**src/predecode_cfg.svh**
```systemverilog
// Branch predecode configuration
`ifndef PREDECODE_CFG_SVH
`define PREDECODE_CFG_SVH

// instruction address width in bits.
`define PD_IP_WIDTH 48

// fetched instruction word width in bits.
`define PD_INSTR_WIDTH 64

// return stack entries, power of two.
`define PD_RAS_DEPTH 8

`endif

```
**src/predecodePkg.sv**
```systemverilog
// Branch predecode types
`include "predecode_cfg.svh"

package predecodePkg;

  // length code from the fetch stage, 2'b11 is illegal.
  typedef enum logic [1:0] {
    len2 = 2'd0,
    len4 = 2'd1,
    len6 = 2'd2
  } lenCode_e;

  // result kind of one predecoded instruction.
  typedef enum logic [2:0] {
    none   = 3'd0,
    cond   = 3'd1,
    uncond = 3'd2,
    call   = 3'd3,
    ret    = 3'd4,
    indir  = 3'd5
  } jumpKind_e;

  // one word, two decodings picked by the length code.
  typedef union packed {
    struct packed {
      logic [`PD_INSTR_WIDTH-17:0] pad;
      logic [7:0]                  disp;
      logic [3:0]                  opHi;
      logic [3:0]                  cond;
    } compact;
    struct packed {
      logic [`PD_INSTR_WIDTH-13:0] disp;
      logic [3:0]                  cond;
      logic [7:0]                  opcode;
    } std;
  } instrWord_u;

endpackage

```
**src/fetchAligner.sv**
```systemverilog
// Fetch input stage
`timescale 1ns/1ps
`include "predecode_cfg.svh"

module fetchAligner import predecodePkg::*; (
  input  logic                    clk,
  input  logic                    arstN,
  input  logic                    flush,
  input  logic                    inValid,
  input  instrWord_u              inInstr,
  input  lenCode_e                inLen,
  input  logic [`PD_IP_WIDTH-1:0] inIp,
  output logic                    s1Valid,
  output instrWord_u              s1Instr,
  output lenCode_e                s1Len,
  output logic [`PD_IP_WIDTH-1:0] s1Ip,
  output logic [`PD_IP_WIDTH-1:0] s1NextIp
);

  logic [3:0] lenBytes;

  // size in bytes, illegal code counts as 2.
  always_comb begin
    case (inLen)
      len4:    lenBytes = 4'd4;
      len6:    lenBytes = 4'd6;
      default: lenBytes = 4'd2;
    endcase
  end

  always_ff @(posedge clk or negedge arstN) begin
    if (!arstN) begin
      s1Valid <= 1'b0;
    end else if (flush) begin
      s1Valid <= 1'b0;
    end else begin
      s1Valid <= inValid;
    end
  end

  // payload only loads with a valid word.
  always_ff @(posedge clk) begin
    if (inValid) begin
      s1Instr  <= inInstr;
      s1Len    <= inLen;
      s1Ip     <= inIp;
      s1NextIp <= inIp + {{(`PD_IP_WIDTH-4){1'b0}}, lenBytes};
    end
  end

endmodule

```
**src/jumpDecoder.sv**
```systemverilog
// Jump classification stage
`timescale 1ns/1ps
`include "predecode_cfg.svh"

module jumpDecoder import predecodePkg::*; (
  input  logic                    clk,
  input  logic                    arstN,
  input  logic                    flush,
  input  logic                    s1Valid,
  input  instrWord_u              s1Instr,
  input  lenCode_e                s1Len,
  input  logic [`PD_IP_WIDTH-1:0] s1Ip,
  input  logic [`PD_IP_WIDTH-1:0] s1NextIp,
  output logic                    s2Valid,
  output jumpKind_e               s2Kind,
  output logic [3:0]              s2Cond,
  output logic [`PD_IP_WIDTH-1:0] s2Disp,
  output logic [`PD_IP_WIDTH-1:0] s2Ip,
  output logic [`PD_IP_WIDTH-1:0] s2NextIp,
  output logic                    s2Illegal
);

  localparam logic [7:0] OpCondJump   = 8'hB0;
  localparam logic [7:0] OpUncondJump = 8'hB1;
  localparam logic [7:0] OpCall       = 8'hB2;
  localparam logic [7:0] OpReturn     = 8'hB3;
  localparam logic [7:0] OpIndirJump  = 8'hB4;
  localparam logic [3:0] CompactOpHi  = 4'hC;
  localparam logic [3:0] CondAlways   = 4'hF;

  jumpKind_e               kindNext;
  logic [3:0]              condNext;
  logic [`PD_IP_WIDTH-1:0] dispNext;
  logic                    illegalNext;
  logic [`PD_IP_WIDTH-1:0] compactDisp;
  logic [`PD_IP_WIDTH-1:0] std20Disp;
  logic [`PD_IP_WIDTH-1:0] std36Disp;
  logic [`PD_IP_WIDTH-1:0] stdDisp;

  // halfword counts, sign-extended and turned into bytes.
  assign compactDisp = {{(`PD_IP_WIDTH-9){s1Instr.compact.disp[7]}},
                        s1Instr.compact.disp, 1'b0};
  assign std20Disp   = {{(`PD_IP_WIDTH-21){s1Instr.std.disp[19]}},
                        s1Instr.std.disp[19:0], 1'b0};
  assign std36Disp   = {{(`PD_IP_WIDTH-37){s1Instr.std.disp[35]}},
                        s1Instr.std.disp[35:0], 1'b0};
  assign stdDisp     = (s1Len == len6) ? std36Disp : std20Disp;

  always_comb begin
    kindNext    = none;
    condNext    = 4'h0;
    dispNext    = '0;
    illegalNext = 1'b0;
    case (s1Len)
      len2: begin
        // compact form, condition sits in the opcode byte.
        if (s1Instr.compact.opHi == CompactOpHi) begin
          kindNext = (s1Instr.compact.cond == CondAlways) ? uncond : cond;
          condNext = s1Instr.compact.cond;
          dispNext = compactDisp;
        end
      end
      len4, len6: begin
        case (s1Instr.std.opcode)
          OpCondJump: begin
            kindNext = cond;
            dispNext = stdDisp;
          end
          OpUncondJump: begin
            kindNext = uncond;
            dispNext = stdDisp;
          end
          OpCall: begin
            kindNext = call;
            dispNext = stdDisp;
          end
          OpReturn:    kindNext = ret;
          OpIndirJump: kindNext = indir;
          default:     kindNext = none;
        endcase
        if (kindNext != none) begin
          condNext = s1Instr.std.cond;
        end
      end
      default: begin
        // fourth length encoding.
        illegalNext = 1'b1;
      end
    endcase
  end

  always_ff @(posedge clk or negedge arstN) begin
    if (!arstN) begin
      s2Valid <= 1'b0;
    end else if (flush) begin
      s2Valid <= 1'b0;
    end else begin
      s2Valid <= s1Valid;
    end
  end

  always_ff @(posedge clk) begin
    if (s1Valid) begin
      s2Kind    <= kindNext;
      s2Cond    <= condNext;
      s2Disp    <= dispNext;
      s2Ip      <= s1Ip;
      s2NextIp  <= s1NextIp;
      s2Illegal <= illegalNext;
    end
  end

endmodule

```
**src/returnStack.sv**
```systemverilog
// Return address stack
`timescale 1ns/1ps
`include "predecode_cfg.svh"

module returnStack (
  input  logic                    clk,
  input  logic                    arstN,
  input  logic                    push,
  input  logic                    pop,
  input  logic [`PD_IP_WIDTH-1:0] pushAddr,
  output logic [`PD_IP_WIDTH-1:0] rasTop,
  output logic                    rasEmpty
);

  localparam int PtrW = $clog2(`PD_RAS_DEPTH);
  localparam logic [PtrW:0] CountMax = `PD_RAS_DEPTH;

  logic [`PD_IP_WIDTH-1:0] entries [`PD_RAS_DEPTH];
  logic [PtrW-1:0]         wrPtr;
  logic [PtrW-1:0]         topPtr;
  logic [PtrW:0]           count;

  // top is the slot just below the write pointer.
  assign topPtr   = wrPtr - 1'b1;
  assign rasTop   = entries[topPtr];
  assign rasEmpty = (count == '0);

  always_ff @(posedge clk or negedge arstN) begin
    if (!arstN) begin
      wrPtr <= '0;
      count <= '0;
    end else if (push) begin
      // when full the write lands on the oldest entry.
      wrPtr <= wrPtr + 1'b1;
      if (count != CountMax) begin
        count <= count + 1'b1;
      end
    end else if (pop && !rasEmpty) begin
      wrPtr <= topPtr;
      count <= count - 1'b1;
    end
  end

  always_ff @(posedge clk) begin
    if (push) begin
      entries[wrPtr] <= pushAddr;
    end
  end

endmodule

```
**src/targetResolver.sv**
```systemverilog
// Target resolution stage
`timescale 1ns/1ps
`include "predecode_cfg.svh"

module targetResolver import predecodePkg::*; (
  input  logic                    clk,
  input  logic                    arstN,
  input  logic                    flush,
  input  logic                    s2Valid,
  input  jumpKind_e               s2Kind,
  input  logic [3:0]              s2Cond,
  input  logic [`PD_IP_WIDTH-1:0] s2Disp,
  input  logic [`PD_IP_WIDTH-1:0] s2Ip,
  input  logic [`PD_IP_WIDTH-1:0] s2NextIp,
  input  logic                    s2Illegal,
  input  logic [`PD_IP_WIDTH-1:0] rasTop,
  input  logic                    rasEmpty,
  output logic                    resValid,
  output jumpKind_e               resKind,
  output logic [3:0]              resCond,
  output logic [`PD_IP_WIDTH-1:0] resTarget,
  output logic                    resTargetKnown,
  output logic [`PD_IP_WIDTH-1:0] resFallThrough,
  output logic                    resIllegal
);

  logic [`PD_IP_WIDTH-1:0] targetNext;
  logic                    knownNext;

  always_comb begin
    case (s2Kind)
      cond, uncond, call: begin
        targetNext = s2Ip + s2Disp;
        knownNext  = 1'b1;
      end
      ret: begin
        // stack top as seen before this edge's push or pop.
        targetNext = rasTop;
        knownNext  = !rasEmpty;
      end
      default: begin
        targetNext = '0;
        knownNext  = 1'b0;
      end
    endcase
  end

  always_ff @(posedge clk or negedge arstN) begin
    if (!arstN) begin
      resValid       <= 1'b0;
      resKind        <= none;
      resTargetKnown <= 1'b0;
    end else begin
      resValid <= s2Valid && !flush;
      if (s2Valid) begin
        resKind        <= s2Kind;
        resTargetKnown <= knownNext;
      end
    end
  end

  always_ff @(posedge clk) begin
    if (s2Valid) begin
      resCond        <= s2Cond;
      resTarget      <= targetNext;
      resFallThrough <= s2NextIp;
      resIllegal     <= s2Illegal;
    end
  end

endmodule

```
**src/predecodeTop.sv**
```systemverilog
// Branch predecode top level
`timescale 1ns/1ps
`include "predecode_cfg.svh"

module predecodeTop import predecodePkg::*; (
  input  logic                    clk,
  input  logic                    arstN,
  input  logic                    flush,
  input  logic                    inValid,
  input  instrWord_u              inInstr,
  input  lenCode_e                inLen,
  input  logic [`PD_IP_WIDTH-1:0] inIp,
  output logic                    resValid,
  output jumpKind_e               resKind,
  output logic [3:0]              resCond,
  output logic [`PD_IP_WIDTH-1:0] resTarget,
  output logic                    resTargetKnown,
  output logic [`PD_IP_WIDTH-1:0] resFallThrough,
  output logic                    resIllegal
);

  logic                    s1Valid;
  instrWord_u              s1Instr;
  lenCode_e                s1Len;
  logic [`PD_IP_WIDTH-1:0] s1Ip;
  logic [`PD_IP_WIDTH-1:0] s1NextIp;
  logic                    s2Valid;
  jumpKind_e               s2Kind;
  logic [3:0]              s2Cond;
  logic [`PD_IP_WIDTH-1:0] s2Disp;
  logic [`PD_IP_WIDTH-1:0] s2Ip;
  logic [`PD_IP_WIDTH-1:0] s2NextIp;
  logic                    s2Illegal;
  logic [`PD_IP_WIDTH-1:0] rasTop;
  logic                    rasEmpty;
  logic                    rasPush;
  logic                    rasPop;

  // a flushed instruction leaves the stack alone.
  assign rasPush = s2Valid && !flush && (s2Kind == call);
  assign rasPop  = s2Valid && !flush && (s2Kind == ret);

  fetchAligner uFetch (
    .clk(clk), .arstN(arstN), .flush(flush), .inValid(inValid), .inInstr(inInstr),
    .inLen(inLen), .inIp(inIp), .s1Valid(s1Valid), .s1Instr(s1Instr), .s1Len(s1Len),
    .s1Ip(s1Ip), .s1NextIp(s1NextIp)
  );

  jumpDecoder uDecode (
    .clk(clk), .arstN(arstN), .flush(flush), .s1Valid(s1Valid), .s1Instr(s1Instr),
    .s1Len(s1Len), .s1Ip(s1Ip), .s1NextIp(s1NextIp), .s2Valid(s2Valid), .s2Kind(s2Kind),
    .s2Cond(s2Cond), .s2Disp(s2Disp), .s2Ip(s2Ip), .s2NextIp(s2NextIp),
    .s2Illegal(s2Illegal)
  );

  returnStack uRas (
    .clk(clk), .arstN(arstN), .push(rasPush), .pop(rasPop), .pushAddr(s2NextIp),
    .rasTop(rasTop), .rasEmpty(rasEmpty)
  );

  targetResolver uResolve (
    .clk(clk), .arstN(arstN), .flush(flush), .s2Valid(s2Valid), .s2Kind(s2Kind),
    .s2Cond(s2Cond), .s2Disp(s2Disp), .s2Ip(s2Ip), .s2NextIp(s2NextIp),
    .s2Illegal(s2Illegal), .rasTop(rasTop), .rasEmpty(rasEmpty), .resValid(resValid),
    .resKind(resKind), .resCond(resCond), .resTarget(resTarget),
    .resTargetKnown(resTargetKnown), .resFallThrough(resFallThrough),
    .resIllegal(resIllegal)
  );

endmodule

```
**config.mk**
```make
export PLATFORM = sky130hd
export DESIGN_NAME = predecodeTop
export DESIGN_NICKNAME = d
export VERILOG_FILES = /design/src/predecodePkg.sv /design/src/fetchAligner.sv /design/src/jumpDecoder.sv /design/src/returnStack.sv /design/src/targetResolver.sv /design/src/predecodeTop.sv
export VERILOG_INCLUDE_DIRS = /design/src /design/src/src
export SDC_FILE = /design/constraint.sdc
export NUM_CORES = 1
export LEC_CHECK = 0
export ABC_AREA = 1
export BUFFER_PORTS_ARGS = -buffer_cell sky130_fd_sc_hd__buf_2
export CAP_MARGIN = 10
export CORE_ASPECT_RATIO = 0.5
export CORE_MARGIN = 2
export CORE_UTILIZATION = 60
export DETAILED_ROUTE_END_ITERATION = 7
export PLACE_DENSITY = 0.79
export SLEW_MARGIN = 20
export SYNTH_ARGS = -nofsm -noshare
export SYNTH_HDL_FRONTEND = slang
export SYNTH_SLANG_ARGS = --single-unit
```
**constraint.sdc**
```tcl
create_clock -name clk -period 9.45 [get_ports clk]
set_input_delay 0.945 -clock clk [delete_from_list [all_inputs] [get_ports clk]]
set_output_delay 0.945 -clock clk [all_outputs]
set_load 0.01 [all_outputs]
```
After elaboration in Yosys (flattened, before gate mapping). Memory sizes are Yosys's and may differ from the RTL's. Cells that the tools add are included. W data, S select, Z words.

Flip-flop bits (word level): 413. RAM bits: 384. Input bits: 118. Output and inout bits: 106. Memories kept: 1.

Add/sub/neg operators: 6. Equality and inequality tests: 17. Muxes and demuxes: 25. Reductions and logical operators: 15.

Memories: uRas.entries (words 8, width 48, rd ports 1, clocked after Yosys merged registers in 0, wr ports 1, RTL line returnStack.sv:18) `` logic [`PD_IP_WIDTH-1:0] entries [`PD_RAS_DEPTH]; ``.

Operators by type and width (count): $pmux W48 S2 (2); $mux W48 (3); $add A48 B3 Y48 (1); $add A48 B48 Y48 (1); $eq A8 B8 Y1 const B (5); $mux W4 (5); $pmux W3 S5 (1); $mux W3 (4); $pmux W3 S2 (2); $reduce_or A3 Y1 (3); $eq A4 B4 Y1 const B (2); $pmux W4 S2 (1); $eq A3 B2 Y1 const B (2); $mux W1 (5); $add A4 B1 Y4 const B (1); $eq A2 B1 Y1 const B (2); $eq A2 B2 Y1 const B (2); $logic_and A1 B1 Y1 (4); $logic_not A4 Y1 (1); $ne A4 B4 Y1 const B (1); $sub A4 B1 Y4 const B (1); $add A3 B1 Y3 const B (1); $eq A3 B1 Y1 const B (1); $eq A3 B3 Y1 const B (1); other kinds (10) (11).

Logic depth before layout (Yosys ltp).
Word-level depth: 6. Mapped depth: 15.

Hierarchy. Synthesis repeated with hierarchy kept, for this count alone.

Cells, all modules: 3364. Area total of the unflattened synthesis: 35457.8 µm².

Modules (own cells, without submodules): returnStack (instances 1, cells an instance 1361, area an instance 15791.4 µm², sequential area each 11706.2 µm²); targetResolver (instances 1, cells an instance 1156, area an instance 7953.9 µm², sequential area each 3158.0 µm²); fetchAligner (instances 1, cells an instance 472, area an instance 6387.4 µm², sequential area each 4859.7 µm²); jumpDecoder (instances 1, cells an instance 367, area an instance 5291.3 µm², sequential area each 4229.1 µm²); predecodeTop (instances 1, cells an instance 8, area an instance 33.8 µm², sequential area each 0.0 µm²).

Least setup slack after synthesis. No wires, ideal clock.

Path kind: register to register. From: reg uDecode.s2Valid. To: mem uRas.entries[4][0] (netlist name), enable pin. Setup time: 0.513 ns. Arrival: 6.751 ns. Setup slack: 2.186 ns. Cell stages (with the launch flop): 7. Path buffers: 0. Clock period less this slack: 7.264 ns. Path through: dfrtp_1 inv_1 nor2_2 nand2_1 inv_2 nand2_1 nor3_1.

Longest elaborated chain between the ends: 4.

Ends and longest elaborated chain: start: declaration (RTL line jumpDecoder.sv:14) `output logic s2Valid,`; start signal: assignment (RTL line jumpDecoder.sv:98) `s2Valid <= s1Valid;`; $logic_and A1 B1 Y1 (2 in series) (RTL line predecodeTop.sv:40) `assign rasPush = s2Valid && !flush && (s2Kind == call);`; $mux W1 (RTL line returnStack.sv:45) `if (push) begin`; $mux W1 (not written as such) (RTL line returnStack.sv:46) `entries[wrPtr] <= pushAddr;`; end: declaration (RTL line returnStack.sv:18).

No other way between the ends.

Final worst setup path.
From: reg uRas.wrPtr[0]. To: reg uResolve.resTarget[26] (data pin).

Longest elaborated chain between the ends: 3.

Ends and longest elaborated chain: start: declaration (RTL line returnStack.sv:19) `logic [PtrW-1:0] wrPtr;`; start signal: assignment (RTL line returnStack.sv:34) `wrPtr <= wrPtr + 1'b1;`; start signal: assignment (RTL line returnStack.sv:39) `wrPtr <= topPtr;`; $sub A3 B1 Y3 (RTL line returnStack.sv:24) `assign topPtr = wrPtr - 1'b1;`; $mem_v2 Z8 W48; $pmux W48 S2 (RTL line targetResolver.sv:31) `case (s2Kind)`; named net uResolve.targetNext[26] (RTL line targetResolver.sv:27) `` logic [`PD_IP_WIDTH-1:0] targetNext; ``; end signal: assignment (RTL line targetResolver.sv:65) `resTarget <= targetNext;`; end: declaration (RTL line targetResolver.sv:21) `` output logic [`PD_IP_WIDTH-1:0] resTarget, ``.

The timed path passes the listed nets, and every way through them passes these cells. A chain may end at the register's enable or synchronous reset.

==> impl_results.md <==
- Worst Path Buf+Inv: 2
- Most common cell in the netlist: edfxtp_1
- Cell count along the critical path: 7
- Core area: 55300 um2
- Top cell by count, worst path: o21ai_0
- Startpoint Class: flip-flop
- DPL Wire Length: 58000 um
- Layout cells sized above 1: 0.126
- Post-synthesis mux area share: 0.0198
- Multi-input logic area: 8670 um2
- Final slew viol count: 0
- Leakage power total: 14.2 nW
- Final worst path period need: 4.55 ns
- Period utilization: 0.481
- Yosys reg bits: 783
- H-tree levels: 3
- Synthesized cell area: 33500 um2
- Register area share after synthesis: 0.700
- Final setup fails: 0
- Die Ht: 171 um
- Grt total ovfl: 0
- Hold Path Class: primary input to asynchronous set/reset pin
- RSZ-0062 raised after global routing: false
- Max stage delay on crit path: 0.94 ns
- Final worst slack: 4.90 ns
- CP endpoint: uResolve.resTarget[26]
- CTS tree: built
- GPL Wtd Cong: 0.969
- Peak supply drop: 0.210 mV
- Synth Flop Type: edfxtp_1
- XOR/XNOR Fraction of Synth Area: 0.0164
- Run status: complete, no violations
- Placed insts: 3627
- Fmax: 0.220 GHz
- Worst-margin pin slew: 1.13 ns
- Vias in the first global route: 20526
- TritonCTS Buffers: 68
- Final Skew: 0.0289 ns
- Area leader, netlist: edfxtp_1
- Place WS: 5.10 ns
- Largest family of logic cells by synthesized area: simple AND/OR/NAND/NOR gates
- Rows: 61
- Critical Path RT: 9.90 ns
- Worst skew pair latency: 0.62 ns
- IO Count: 224
- P&R area growth vs syn: 11.8%
- Yosys warning count: 0
- Worst r2r path cells: 7
- Reg-to-reg slack, setup: 4.90 ns
- Final ANT Viol Nets: 0
- Synth top area cells: edfxtp_1, nand2_1, nor2_1
- Register area: 23500 um2
- First-pass GRT wire length: 125000 um
- Final hold vios: 0
- Worst-path clk slew: 0.08 ns
- CP arrival: 5.00 ns
- Synth top area share: 0.689
- Final hold slack: 0.242 ns
- Initial Utilization: 0.605
- Port bufs: 207
- CP cell instances: inv_4 -> ha_4 -> buf_4 -> o21ai_0 -> o221ai_1 -> nand3_1 -> o21ai_0
- Fillers: 3884
- Number of setup buffers added after CTS: 0
- Cells after Synth: 2728
- Final Net Count: 3119
- Wire per inst: 22.9 um
- Initial DRC Count: 2947
- Gr usage total: 0.295
- Clk buf depth: 3
- Via/cell ratio: 5.90
- Worst rel slew slack: 0.244
- Final setup TNS: 0 ns
- Initial antenna violation count: 12
- Fraction of the mapped netlist area in simple logic gates: 0.133
- Router iterations before antenna repair: 7
- Sinks on Clock Net: 783
- Total wire length: 85800 um
- Yosys cell types: 49
- Final std cells w/o fill: 3748
- Post-synth net total: 2906
- Commonest cells in the netlist: edfxtp_1, nand2_1, nor2_1, inv_1, o21ai_0
- Pwr dens: 231 nW/um2
- Crit Path Max Fanout: 112
- Reg-to-reg startpoint: uRas.wrPtr[0]
- Clock Root Buffer: clkbuf_16
- Largest net degree at the start of global routing: 113
- Die Area: 57800 um2
- Final Power: 8.66 mW
- Post-CTS Hold Fix Bufs: 0
- Via Count: 22111
- Die Wd: 338 um
- DRC: 0
- Compound-Gate Fraction of Synth Area: 0.0644
- EDFF count, synth: 769
- Crit. Startpoint: uRas.wrPtr[0]
- CTS resizes: 0
- Reg-to-Reg End: uResolve.resTarget[26]
- CP endpoint kind: flip-flop
- Max-Cap Viols: 0
- WS Path Type: flip-flop to flip-flop
- Syn Area/Cell: 12.3 um2
- Crit-path slowest cell: dfrtp_4
- Synth Area in Adders: 0.0231
- CP top delay family: buffers and inverters
- Ys async rst share: 0.0179
## worst min-delay path by stage
stage / endpoint / slack (ns) / cells past startpoint
after floorplan: uDecode.s2Ip[10] / 0.40 / 0
after global placement: uDecode.s2Ip[21] / 0.40 / 0
after detailed placement: uDecode.s2Ip[13] / 0.40 / 0
after CTS: uRas.count[3] / 0.23 / 1
after global routing: uRas.count[3] / 0.25 / 1
final: uResolve.resKind[2] / 0.24 / 1
## sequential cells by signal, summed over array words and instances (netlist names), 36 cells and up
register and count:
uRas.entries 384, uDecode.s2NextIp 48, uFetch.s1Instr 48, uFetch.s1NextIp 48, uResolve.resFallThrough 48, uResolve.resTarget 48, uDecode.s2Ip 47, uFetch.s1Ip 47
uDecode.s2Disp 36
## report_power, final
part           switching, mW  internal (mW)  leakage, nW
logic                   1.21          0.585         5.92
registers              0.156           3.98         7.23
clock network           1.23           1.51         1.04
## metal layers
| metal | share of wire | track usage | vias to the layer above |
|---|---|---|---|
| li1 | - | - | 10031 |
| met1 | 0.42 | 0.442 | 10781 |
| met2 | 0.44 | 0.444 | 1149 |
| met3 | 0.11 | 0.0574 | 150 |
| met4 | 0.026 | 0.0858 | 0 |
| met5 | 0 | 0 | - |
## cell usage in the layout (no fill, tap or decap), types with 4 or more instances in the layout
cell type,netlist,routed
edfxtp_1,769,769
nand2_1,577,577
nor2_1,285,283
inv_1,268,268
buf_2,25,206
o21ai_0,123,123
nand3_1,109,109
clkbuf_16,0,70
o221ai_1,66,66
mux2i_1,65,65
a21oi_1,61,60
ha_1,57,56
o32ai_1,34,34
o211ai_1,31,31
xor2_1,31,31
xnor2_1,30,30
buf_4,9,23
nand4_1,20,20
nor3_1,24,18
clkbuf_1,47,14
clkinv_1,0,12
nor3_2,5,11
clkinv_2,1,11
dfrtp_1,14,11
or2_2,9,9
o22ai_1,8,8
nor2_4,4,6
nor4_1,6,6
nand3b_1,5,5
bufinv_16,0,5
nor2_2,4,4
clkinvlp_4,0,4
## layout make-up
| cell class | instances | area share |
|---|---|---|
| Clock buffer | 84 | 0.0482 |
| Clock inverter | 35 | 0.00908 |
| Multi-Input combinational cell | 1585 | 0.231 |
| Timing Repair Buffer | 230 | 0.0324 |
| Sequential cell | 783 | 0.626 |
| Inverter | 273 | 0.0275 |
| Antenna cell | 2 | 0.000134 |
| Tap cell | 756 | 0.0253 |
## stage by stage
stage                util  area, um2
floorplan               -      33500
finish              0.677      37500
global placement    0.638      35300
detailed placement  0.638      35300
CTS                 0.677      37500
global route        0.677      37500
## cell families after synthesis
| group | count (synthesis) |
|---|---|
| simple gates | 1063 |
| flops | 783 |
| buf+inv | 360 |
| compound gates | 334 |
| mux | 66 |
| xor+xnor | 62 |
| fa+ha+maj | 60 |
(Power assumes the default switching activity.)
